--- config.mk ---
export PLATFORM = sky130hd
export DESIGN_NAME = lsq_top
export DESIGN_NICKNAME = d
export VERILOG_FILES = /design/src/logic/lsq_pkg.sv /design/src/logic/lsq_dispatch.sv /design/src/logic/load_queue.sv /design/src/logic/store_queue.sv /design/src/logic/mem_port.sv /design/src/logic/lsq_top.sv
export SDC_FILE = /design/constraint.sdc
export NUM_CORES = 2
export LEC_CHECK = 0
export BUFFER_PORTS_ARGS = -buffer_cell sky130_fd_sc_hd__buf_2
export CORE_AREA = 2 2 365 457
export DETAILED_ROUTE_END_ITERATION = 12
export DIE_AREA = 0 0 367 459
export GPL_ROUTABILITY_DRIVEN = 0
export PLACE_DENSITY = 0.74
export SLEW_MARGIN = 20
export SYNTH_ARGS = -nofsm -noshare
export SYNTH_HDL_FRONTEND = slang
export SYNTH_SLANG_ARGS = --single-unit
--- constraint.sdc ---
create_clock -name clock -period 9.07 [get_ports clock]
set_clock_uncertainty 0.05 [all_clocks]
set_input_delay 1.3605 -clock clock [delete_from_list [all_inputs] [get_ports clock]]
set_output_delay 1.3605 -clock clock [all_outputs]
set_load 0.05 [all_outputs]
--- src/logic/lsq_pkg.sv ---
////////////////////
// LSQ shared package
// Sizes, operand encoding and the bundles passed between the
// dispatch side, both queues and the memory port
////////////////////

package lsq_pkg;
	localparam int data_width = 64;
	localparam int tag_width = 6;
	localparam int rob_width = 5;
	localparam int lq_depth = 8;
	localparam int sq_depth = 8;
	localparam int sq_ptr_width = 4;	// Index plus wrap bit
	localparam int addr_width = 32;
	localparam int slot_width = $clog2(lq_depth);

	////////////////////
	// Operands
	////////////////////

	// One word, either a value or a physical register tag
	typedef union packed {
		logic [data_width-1:0] data;
		struct packed {
			logic [data_width-tag_width-1:0] pad;
			logic [tag_width-1:0] tag;
		} reg_ref;
	} opnd_word_t;

	typedef struct packed {
		opnd_word_t word;
		logic ready;	// Low while word holds a tag
	} opnd_t;

	typedef enum logic [1:0] {
		op_none,
		op_load,
		op_store
	} mem_op_t;

	////////////////////
	// Core side buses
	////////////////////

	typedef struct packed {
		logic valid;
		mem_op_t op;
		opnd_t base;
		logic [data_width-1:0] offset;
		opnd_t store_data;
		logic [tag_width-1:0] dest_tag;
		logic [rob_width-1:0] rob_idx;
	} dispatch_t;

	typedef struct packed {
		logic valid;
		logic [tag_width-1:0] tag;
		logic [data_width-1:0] data;
	} bcast_t;

	typedef struct packed {
		logic valid;
		logic [tag_width-1:0] dest_tag;
		logic [data_width-1:0] data;
		logic [rob_width-1:0] rob_idx;
	} result_t;

	////////////////////
	// Queue entries and memory requests
	////////////////////

	typedef struct packed {
		opnd_t base;
		logic [data_width-1:0] offset;
		logic [tag_width-1:0] dest_tag;
		logic [rob_width-1:0] rob_idx;
		logic [sq_ptr_width-1:0] store_mark;	// Store tail when the load came in
	} lq_entry_t;

	typedef struct packed {
		opnd_t base;
		logic [data_width-1:0] offset;
		opnd_t store_data;
		logic [rob_width-1:0] rob_idx;
	} sq_entry_t;

	typedef struct packed {
		logic valid;
		lq_entry_t entry;
	} lq_write_t;

	typedef struct packed {
		logic valid;
		sq_entry_t entry;
	} sq_write_t;

	typedef struct packed {
		logic valid;
		logic [addr_width-1:0] addr;
		logic [data_width-1:0] wdata;
		logic [slot_width-1:0] slot;
	} mem_req_t;

	typedef struct packed {
		logic pulse;
		logic [slot_width-1:0] slot;
	} grant_t;

	typedef struct packed {
		logic [tag_width-1:0] dest_tag;
		logic [rob_width-1:0] rob_idx;
	} ld_meta_t;

	// Capture a broadcast value into a waiting operand
	function automatic opnd_t wake(opnd_t opnd, bcast_t beat);
		opnd_t woken;
		woken = opnd;
		if (!opnd.ready && beat.valid && opnd.word.reg_ref.tag == beat.tag) begin
			woken.word.data = beat.data;
			woken.ready = 1'b1;
		end
		return woken;
	endfunction
endpackage

--- src/logic/lsq_dispatch.sv ---
////////////////////
// LSQ dispatch stage
// Classifies one dispatched operation, picks up a same-cycle
// broadcast for its operands and steers it into a queue
////////////////////

module lsq_dispatch (
	input logic clock,
	input logic reset,
	input lsq_pkg::dispatch_t dispatch,
	input lsq_pkg::bcast_t bcast,
	output logic full,
	input logic lq_full,
	input logic sq_full,
	input logic [lsq_pkg::sq_ptr_width-1:0] sq_tail,
	output lsq_pkg::lq_write_t lq_write,
	output lsq_pkg::sq_write_t sq_write
);
	logic take;
	logic is_load;
	logic is_store;
	lsq_pkg::opnd_t base_now;
	lsq_pkg::opnd_t data_now;

	////////////////////
	// Handshake
	////////////////////

	assign full = lq_full | sq_full;	// Either queue stops all dispatch
	assign take = dispatch.valid & ~full;
	assign is_load = dispatch.op == lsq_pkg::op_load;
	assign is_store = dispatch.op == lsq_pkg::op_store;

	// Bus beat in this cycle counts as already seen
	assign base_now = lsq_pkg::wake(dispatch.base, bcast);
	assign data_now = lsq_pkg::wake(dispatch.store_data, bcast);

	////////////////////
	// Queue write bundles
	////////////////////

	always_comb begin
		lq_write.valid = take & is_load;
		lq_write.entry.base = base_now;
		lq_write.entry.offset = dispatch.offset;
		lq_write.entry.dest_tag = dispatch.dest_tag;
		lq_write.entry.rob_idx = dispatch.rob_idx;
		lq_write.entry.store_mark = sq_tail;	// Older stores end here
	end

	always_comb begin
		sq_write.valid = take & is_store;
		sq_write.entry.base = base_now;
		sq_write.entry.offset = dispatch.offset;
		sq_write.entry.store_data = data_now;
		sq_write.entry.rob_idx = dispatch.rob_idx;
	end
endmodule

--- src/logic/load_queue.sv ---
////////////////////
// Load queue
// Eight load slots with base wakeup, store ordering marks and
// lowest-slot-first selection of the next load for memory
////////////////////

module load_queue (
	input logic clock,
	input logic reset,
	input lsq_pkg::lq_write_t lq_write,
	input lsq_pkg::bcast_t bcast,
	input logic [lsq_pkg::sq_ptr_width-1:0] sq_head,
	output logic lq_full,
	output lsq_pkg::mem_req_t ld_req,
	input lsq_pkg::grant_t ld_grant,
	output lsq_pkg::ld_meta_t ld_meta
);
	lsq_pkg::lq_entry_t slots [lsq_pkg::lq_depth];
	logic [lsq_pkg::lq_depth-1:0] occupied;
	logic [lsq_pkg::lq_depth-1:0] ordered;	// All older stores have been written
	logic [lsq_pkg::lq_depth-1:0] eligible;
	logic [lsq_pkg::slot_width-1:0] free_idx;
	logic [lsq_pkg::slot_width-1:0] pick_idx;
	logic [lsq_pkg::data_width-1:0] pick_sum;

	assign lq_full = &occupied;

	// Lowest free slot takes the next load
	always_comb begin
		free_idx = '0;
		for (int i = lsq_pkg::lq_depth - 1; i >= 0; i--) begin
			if (!occupied[i])
				free_idx = lsq_pkg::slot_width'(i);
		end
	end

	////////////////////
	// Slot state
	////////////////////

	always_ff @(posedge clock) begin
		if (reset) begin
			occupied <= '0;
			ordered <= '0;
		end else begin
			for (int i = 0; i < lsq_pkg::lq_depth; i++) begin
				if (occupied[i] && slots[i].store_mark == sq_head)
					ordered[i] <= 1'b1;	// Latched, head moves on later
			end
			if (ld_grant.pulse) begin
				occupied[ld_grant.slot] <= 1'b0;
				ordered[ld_grant.slot] <= 1'b0;
			end
			if (lq_write.valid) begin
				occupied[free_idx] <= 1'b1;
				ordered[free_idx] <= lq_write.entry.store_mark == sq_head;
			end
		end
	end

	// Payload with base wakeup, a new write wins over the wakeup
	always_ff @(posedge clock) begin
		for (int i = 0; i < lsq_pkg::lq_depth; i++)
			slots[i].base <= lsq_pkg::wake(slots[i].base, bcast);
		if (lq_write.valid)
			slots[free_idx] <= lq_write.entry;
	end

	////////////////////
	// Issue select
	////////////////////

	always_comb begin
		for (int i = 0; i < lsq_pkg::lq_depth; i++)
			eligible[i] = occupied[i] & ordered[i] & slots[i].base.ready;
	end

	always_comb begin
		pick_idx = '0;
		for (int i = lsq_pkg::lq_depth - 1; i >= 0; i--) begin
			if (eligible[i])
				pick_idx = lsq_pkg::slot_width'(i);
		end
	end

	assign pick_sum = slots[pick_idx].base.word.data + slots[pick_idx].offset;

	always_comb begin
		ld_req.valid = |eligible;
		ld_req.addr = pick_sum[lsq_pkg::addr_width-1:0];
		ld_req.wdata = '0;
		ld_req.slot = pick_idx;
	end

	// Tag and ROB index of the load being completed
	always_comb begin
		ld_meta.dest_tag = slots[ld_grant.slot].dest_tag;
		ld_meta.rob_idx = slots[ld_grant.slot].rob_idx;
	end
endmodule

--- src/logic/store_queue.sv ---
////////////////////
// Store queue
// Circular store buffer, operand wakeup and in-order
// retirement of the head store to memory
////////////////////

module store_queue (
	input logic clock,
	input logic reset,
	input lsq_pkg::sq_write_t sq_write,
	input lsq_pkg::bcast_t bcast,
	input logic [lsq_pkg::rob_width-1:0] rob_head,
	output logic sq_full,
	output logic [lsq_pkg::sq_ptr_width-1:0] sq_tail,
	output logic [lsq_pkg::sq_ptr_width-1:0] sq_head,
	output lsq_pkg::mem_req_t st_req,
	input logic st_done
);
	localparam int idx_width = lsq_pkg::sq_ptr_width - 1;

	lsq_pkg::sq_entry_t slots [lsq_pkg::sq_depth];
	logic [idx_width-1:0] head_idx;
	logic [idx_width-1:0] tail_idx;
	logic empty;
	logic head_ready;
	lsq_pkg::sq_entry_t head_entry;
	logic [lsq_pkg::data_width-1:0] head_sum;

	assign head_idx = sq_head[idx_width-1:0];
	assign tail_idx = sq_tail[idx_width-1:0];

	////////////////////
	// Pointers
	////////////////////

	// Same index, wrap bits differ
	assign sq_full = head_idx == tail_idx && sq_head[idx_width] != sq_tail[idx_width];
	assign empty = sq_head == sq_tail;

	always_ff @(posedge clock) begin
		if (reset) begin
			sq_head <= '0;
			sq_tail <= '0;
		end else begin
			if (sq_write.valid)
				sq_tail <= sq_tail + 1'b1;
			if (st_done)
				sq_head <= sq_head + 1'b1;	// Head store is now in memory
		end
	end

	////////////////////
	// Entries
	////////////////////

	always_ff @(posedge clock) begin
		for (int i = 0; i < lsq_pkg::sq_depth; i++) begin
			slots[i].base <= lsq_pkg::wake(slots[i].base, bcast);
			slots[i].store_data <= lsq_pkg::wake(slots[i].store_data, bcast);
		end
		if (sq_write.valid)
			slots[tail_idx] <= sq_write.entry;	// Overrides the wakeup above
	end

	////////////////////
	// Head retirement
	////////////////////

	assign head_entry = slots[head_idx];
	assign head_sum = head_entry.base.word.data + head_entry.offset;

	// Both operands known and the ROB has reached this store
	assign head_ready = !empty
		&& head_entry.base.ready
		&& head_entry.store_data.ready
		&& head_entry.rob_idx == rob_head;

	always_comb begin
		st_req.valid = head_ready;
		st_req.addr = head_sum[lsq_pkg::addr_width-1:0];
		st_req.wdata = head_entry.store_data.word.data;
		st_req.slot = head_idx;
	end
endmodule

--- src/logic/mem_port.sv ---
////////////////////
// Memory port
// Runs one Wishbone classic cycle at a time for the store head
// or the selected load, and returns load data on the result port
////////////////////

module mem_port (
	input logic clock,
	input logic reset,
	input lsq_pkg::mem_req_t ld_req,
	input lsq_pkg::mem_req_t st_req,
	input lsq_pkg::ld_meta_t ld_meta,
	output lsq_pkg::grant_t ld_grant,
	output logic st_done,
	output lsq_pkg::result_t result,
	output logic wb_cyc,
	output logic wb_stb,
	output logic wb_we,
	output logic [lsq_pkg::addr_width-1:0] wb_adr,
	output logic [lsq_pkg::data_width-1:0] wb_dat_w,
	input logic [lsq_pkg::data_width-1:0] wb_dat_r,
	input logic wb_ack
);
	logic busy;	// Idle when low
	logic accept_store;
	logic accept_load;
	logic load_ack;
	logic [lsq_pkg::slot_width-1:0] slot_q;

	// Stores go first so retirement is never starved
	assign accept_store = !busy && st_req.valid;
	assign accept_load = !busy && !st_req.valid && ld_req.valid;
	assign load_ack = busy && wb_ack && !wb_we;

	assign wb_cyc = busy;
	assign wb_stb = busy;

	////////////////////
	// FSM
	////////////////////

	always_ff @(posedge clock) begin
		if (reset) begin
			busy <= 1'b0;
			wb_we <= 1'b0;
		end else if (accept_store || accept_load) begin
			busy <= 1'b1;
			wb_we <= accept_store;
		end else if (busy && wb_ack) begin
			busy <= 1'b0;	// cyc and stb drop after the ack edge
			wb_we <= 1'b0;
		end
	end

	// Address and data held for the whole bus cycle
	always_ff @(posedge clock) begin
		if (accept_store) begin
			wb_adr <= st_req.addr;
			wb_dat_w <= st_req.wdata;
		end else if (accept_load) begin
			wb_adr <= ld_req.addr;
			wb_dat_w <= ld_req.wdata;
			slot_q <= ld_req.slot;
		end
	end

	////////////////////
	// Completion
	////////////////////

	assign st_done = busy && wb_ack && wb_we;

	always_comb begin
		ld_grant.pulse = load_ack;
		ld_grant.slot = slot_q;
	end

	always_ff @(posedge clock) begin
		if (reset)
			result.valid <= 1'b0;
		else
			result.valid <= load_ack;	// One cycle, right after the ack
	end

	always_ff @(posedge clock) begin
		if (load_ack) begin
			result.data <= wb_dat_r;
			result.dest_tag <= ld_meta.dest_tag;
			result.rob_idx <= ld_meta.rob_idx;
		end
	end
endmodule

--- src/logic/lsq_top.sv ---
////////////////////
// Load/store queue top
// Dispatch side, load and store queues and the Wishbone port
////////////////////

module lsq_top (
	input logic clock,
	input logic reset,
	input lsq_pkg::dispatch_t dispatch,
	input lsq_pkg::bcast_t bcast,
	input logic [lsq_pkg::rob_width-1:0] rob_head,
	output logic full,
	output lsq_pkg::result_t result,
	output logic wb_cyc,
	output logic wb_stb,
	output logic wb_we,
	output logic [lsq_pkg::addr_width-1:0] wb_adr,
	output logic [lsq_pkg::data_width-1:0] wb_dat_w,
	input logic [lsq_pkg::data_width-1:0] wb_dat_r,
	input logic wb_ack
);
	lsq_pkg::lq_write_t lq_write;
	lsq_pkg::sq_write_t sq_write;
	lsq_pkg::mem_req_t ld_req;
	lsq_pkg::mem_req_t st_req;
	lsq_pkg::grant_t ld_grant;
	lsq_pkg::ld_meta_t ld_meta;
	logic lq_full;
	logic sq_full;
	logic st_done;
	logic [lsq_pkg::sq_ptr_width-1:0] sq_tail;
	logic [lsq_pkg::sq_ptr_width-1:0] sq_head;

	lsq_dispatch u_dispatch (
		.clock(clock), .reset(reset), .dispatch(dispatch), .bcast(bcast), .full(full),
		.lq_full(lq_full), .sq_full(sq_full), .sq_tail(sq_tail),
		.lq_write(lq_write), .sq_write(sq_write)
	);

	load_queue u_load_queue (
		.clock(clock), .reset(reset), .lq_write(lq_write), .bcast(bcast),
		.sq_head(sq_head), .lq_full(lq_full), .ld_req(ld_req),
		.ld_grant(ld_grant), .ld_meta(ld_meta)
	);

	store_queue u_store_queue (
		.clock(clock), .reset(reset), .sq_write(sq_write), .bcast(bcast),
		.rob_head(rob_head), .sq_full(sq_full), .sq_tail(sq_tail), .sq_head(sq_head),
		.st_req(st_req), .st_done(st_done)
	);

	mem_port u_mem_port (
		.clock(clock), .reset(reset), .ld_req(ld_req), .st_req(st_req), .ld_meta(ld_meta),
		.ld_grant(ld_grant), .st_done(st_done), .result(result),
		.wb_cyc(wb_cyc), .wb_stb(wb_stb), .wb_we(wb_we), .wb_adr(wb_adr),
		.wb_dat_w(wb_dat_w), .wb_dat_r(wb_dat_r), .wb_ack(wb_ack)
	);
endmodule

==> flow_summary.ini <==
[run_status]
status = completed

[setup_path]
path_class = reg2reg
critPathSlowestCell = a2111oi_1
cp-endpoint = u_mem_port.wb_adr[24]
crit_top_cell = o21ai_0
reg2reg_to = u_mem_port.wb_adr[24]
end_kind = flip-flop
r2r_cells = 20
cp_max_fo = 78
crit_path_max_incr_delay_ns = 0.95
start_kind = flip-flop
startpoint = u_load_queue.slots[7][79]
r2r_slack_ns = 1.93
path_cells = and3_1 -> nor2b_1 -> nor3_1 -> o211ai_1 -> buf_4 -> buf_4 -> nand2_1 -> nand3_1 -> nand2_1 -> o21ai_0 -> ha_1 -> a21o_1 -> a21oi_1 -> o21ai_0 -> a2111oi_1 -> o21ai_0 -> a221oi_1 -> a21boi_0 -> xnor2_1 -> mux2i_1
cp.buffers_inverters = 2
r2r-start = u_load_queue.slots[7][79]
cp.depth = 20
critPathArrivalTime_ns = 7.64
critical-path-top-delay-family = compound AO/OA/AOI/OAI gates
worstPathRequired_ns = 9.57

[global_route]
grt_overflow = 0
grt_first_pass_wirelength_um = 355000
antenna_found_initial = 65
grt_pass1_vias = 56700
grt_max_degree = 129
grt_use_total_pct = 28.1

[timing]
hold_violations = 0
timing.fmax_ghz = 0.140
slew_viol_final = 0
setup_violations = 0
worst_pin_slew_ns = 1.10
fin_crit_sh_pct = 78.7
relSlewSlack_pct = 26.7
fin_crit_ns = 7.14
setup_tns_ns = 0
rsz0062_at_grt = false
setup_ws_ns = 1.93

[die]
die_area_mm2 = 0.168
die_h_um = 459
start_util_pct = 54.4
num_rows = 167
dieWidth_um = 367
io_pins = 527
coreArea_mm2 = 0.165

[synth]
synthArstFlopShare_pct = 0
syn_avg_cell_area_um2 = 13.8
synth_fp_nets = 6888
synth.yosys.seq_area_share_pct = 64.1
synth_warnings = 0
synth_top_area_cell = edfxtp_1
synth_cell_types = 78
netlist_top_cells_count = 1,894 x edfxtp_1, 1,007 x nand2_1, 456 x mux2_2
synth_area_mm2 = 0.0896
yosys_most_used_dff = edfxtp_1
synthCells = 6471
synth_edf_count = 1894
ys_ff_latch = 1924
synth.area.top_cells = edfxtp_1 63%, mux4_2 6.7%, mux2_2 5.7%
synth_most_common_cell = edfxtp_1
synth_top_area_share_pct = 63.5

[cts]
cts_hold_buf = 0
cts_root_buf = clkbuf_16
insertion_delay_ns = 0.84
cts_max_level = 4
cts_sinks = 1924
cts_buffer_depth = 3
cts_setup_buffers = 0
cts_buffers = 182
cts_tree = yes
clkTransAtPathRegs_ns = 0.06
cts_resized = 0

[routing]
drt_pass1_iterations = 6
vias = 56800
finalWirelength_um = 241000
wl_per_cell_um = 26.4
drcViolationCount = 0
drtAntennaViolNets = 0
drtIter0Drc = 6308
viasPerCell = 6.24

[power]
ir_drop_uv = 206
p_leak_nw = 34.8
power_density_mw_per_mm2 = 182

[placed_design]
placement.io_buffers = 462
hpwl_um = 145000
placedCellCount = 8759
post-place-ws_ns = 2.16

[finish]
final_net_count = 7164
finalNonFillerCells = 9107
drive_gt1_share_pct = 24.9
syn_to_final_growth_pct = 11.3

[hold_path]
min_path_type = reg2reg
hp-start = u_load_queue.occupied[2]
hold_path_depth = 2

[flow_run]
cap_violations = 0
stage by stage:
stage	power, mW	hold WS [ns]	utilization [%]	area, µm²
2_1_floorplan	10.6	0.425	-	89600
3_3_place_gp	10.9	0.478	57.0	93900
3_5_place_dp	10.9	0.484	57.0	93900
4_1_cts	18.2	0.492	60.5	99600
5_1_grt	18.6	0.526	60.5	99700
6_report	18.1	0.493	60.5	99700
worst min-delay path, stage by stage, from the launching register on:
cell     delay, ns
dfxtp_1       0.36
nand2_1       0.08
a21oi_1       0.06
placed cells by master, fill, tap and decap left out, types with 10 or more instances in the layout:
cell type	n
edfxtp_1	1894
nor3b_1	21
o21ai_0	429
nor3_1	23
a31oi_1	11
nor2_4	10
diode_2	21
nor2b_1	10
mux2i_1	104
clkbuf_1	43
o211ai_1	14
mux2_4	60
inv_1	18
clkbuf_16	186
buf_4	127
nand3_1	371
a22oi_1	29
clkinv_1	41
ha_1	64
buf_2	462
a21o_1	28
dfxtp_1	27
xor2_1	126
clkinv_2	36
mux4_2	266
o21ai_1	10
nand4_1	12
mux2_2	456
a221oi_1	10
a21oi_1	258
o21bai_1	10
mux2_1	57
xnor2_1	124
mux2i_2	14
nand2_1	1005
o21a_1	10
nor2_1	315
a211oi_1	10
routing by layer:
| metal | part of all wire, % | global-route usage, % | wire length [µm] | vias up |
|---|---|---|---|---|
| li1 | - | - | - | 24800 |
| met1 | 38 | 35.8 | 90300 | 28500 |
| met2 | 49 | 46.5 | 117000 | 2800 |
| met3 | 9.8 | 7.08 | 23500 | 635 |
| met4 | 3.7 | 10.9 | 8830 | 84 |
| met5 | 0.23 | 0 | 559 | - |
flip-flops by register name, summed over array words and instances (netlist names), 3 cells and up, named ones only:
name	count
u_mem_port.wb_adr	32
u_store_queue.sq_head	4
u_mem_port.wb_dat_w	64
u_load_queue.occupied	8
u_load_queue.ordered	8
u_store_queue.slots	1080
u_mem_port.result	76
u_load_queue.slots	640
u_store_queue.sq_tail	4
u_mem_port.slot_q	3
layout make-up:
class / instances / area (µm²)
fillers: 12400 / 65000
diodes: 21 / 52.6
flip-flops and latches: 1924 / 57500
multi-input cells: 4013 / 30200
clock buffers: 230 / 4830
repair buffers: 595 / 3390
inverters: 31 / 134
clock inverters: 96 / 838
well taps: 2197 / 2750
worst min-delay path by stage:
stage | slack [ns] | end
3_3_place_gp | 0.48 | u_load_queue.occupied[2]
6_report | 0.49 | u_load_queue.occupied[2]
5_1_grt | 0.53 | u_load_queue.occupied[1]
4_1_cts | 0.49 | u_load_queue.occupied[2]
3_5_place_dp | 0.48 | u_load_queue.occupied[2]
2_1_floorplan | 0.43 | u_load_queue.occupied[2]
cell families (layout without fill, tap and decap cells):
family	after synthesis	in the layout	synth area share, %
compound gates	898	898	5.66
xor+xnor	250	250	2.44
fa+ha+maj	66	66	0.938
buf+inv	534	952	2.64
flops	1924	1924	64.1
mux	958	958	15.5
other cells	0	21	0
simple gates	1841	1841	8.71
where the power goes:
| group | internal, mW | total [mW] | switching (mW) |
|---|---|---|---|
| logic | 0.341 | 0.898 | 0.557 |
| clock network | 4.04 | 7.37 | 3.33 |
| registers | 9.82 | 9.84 | 0.0190 |
| total | 14.2 | 18.1 | 3.91 |
Note: power is estimated with default switching activity, not from simulation.
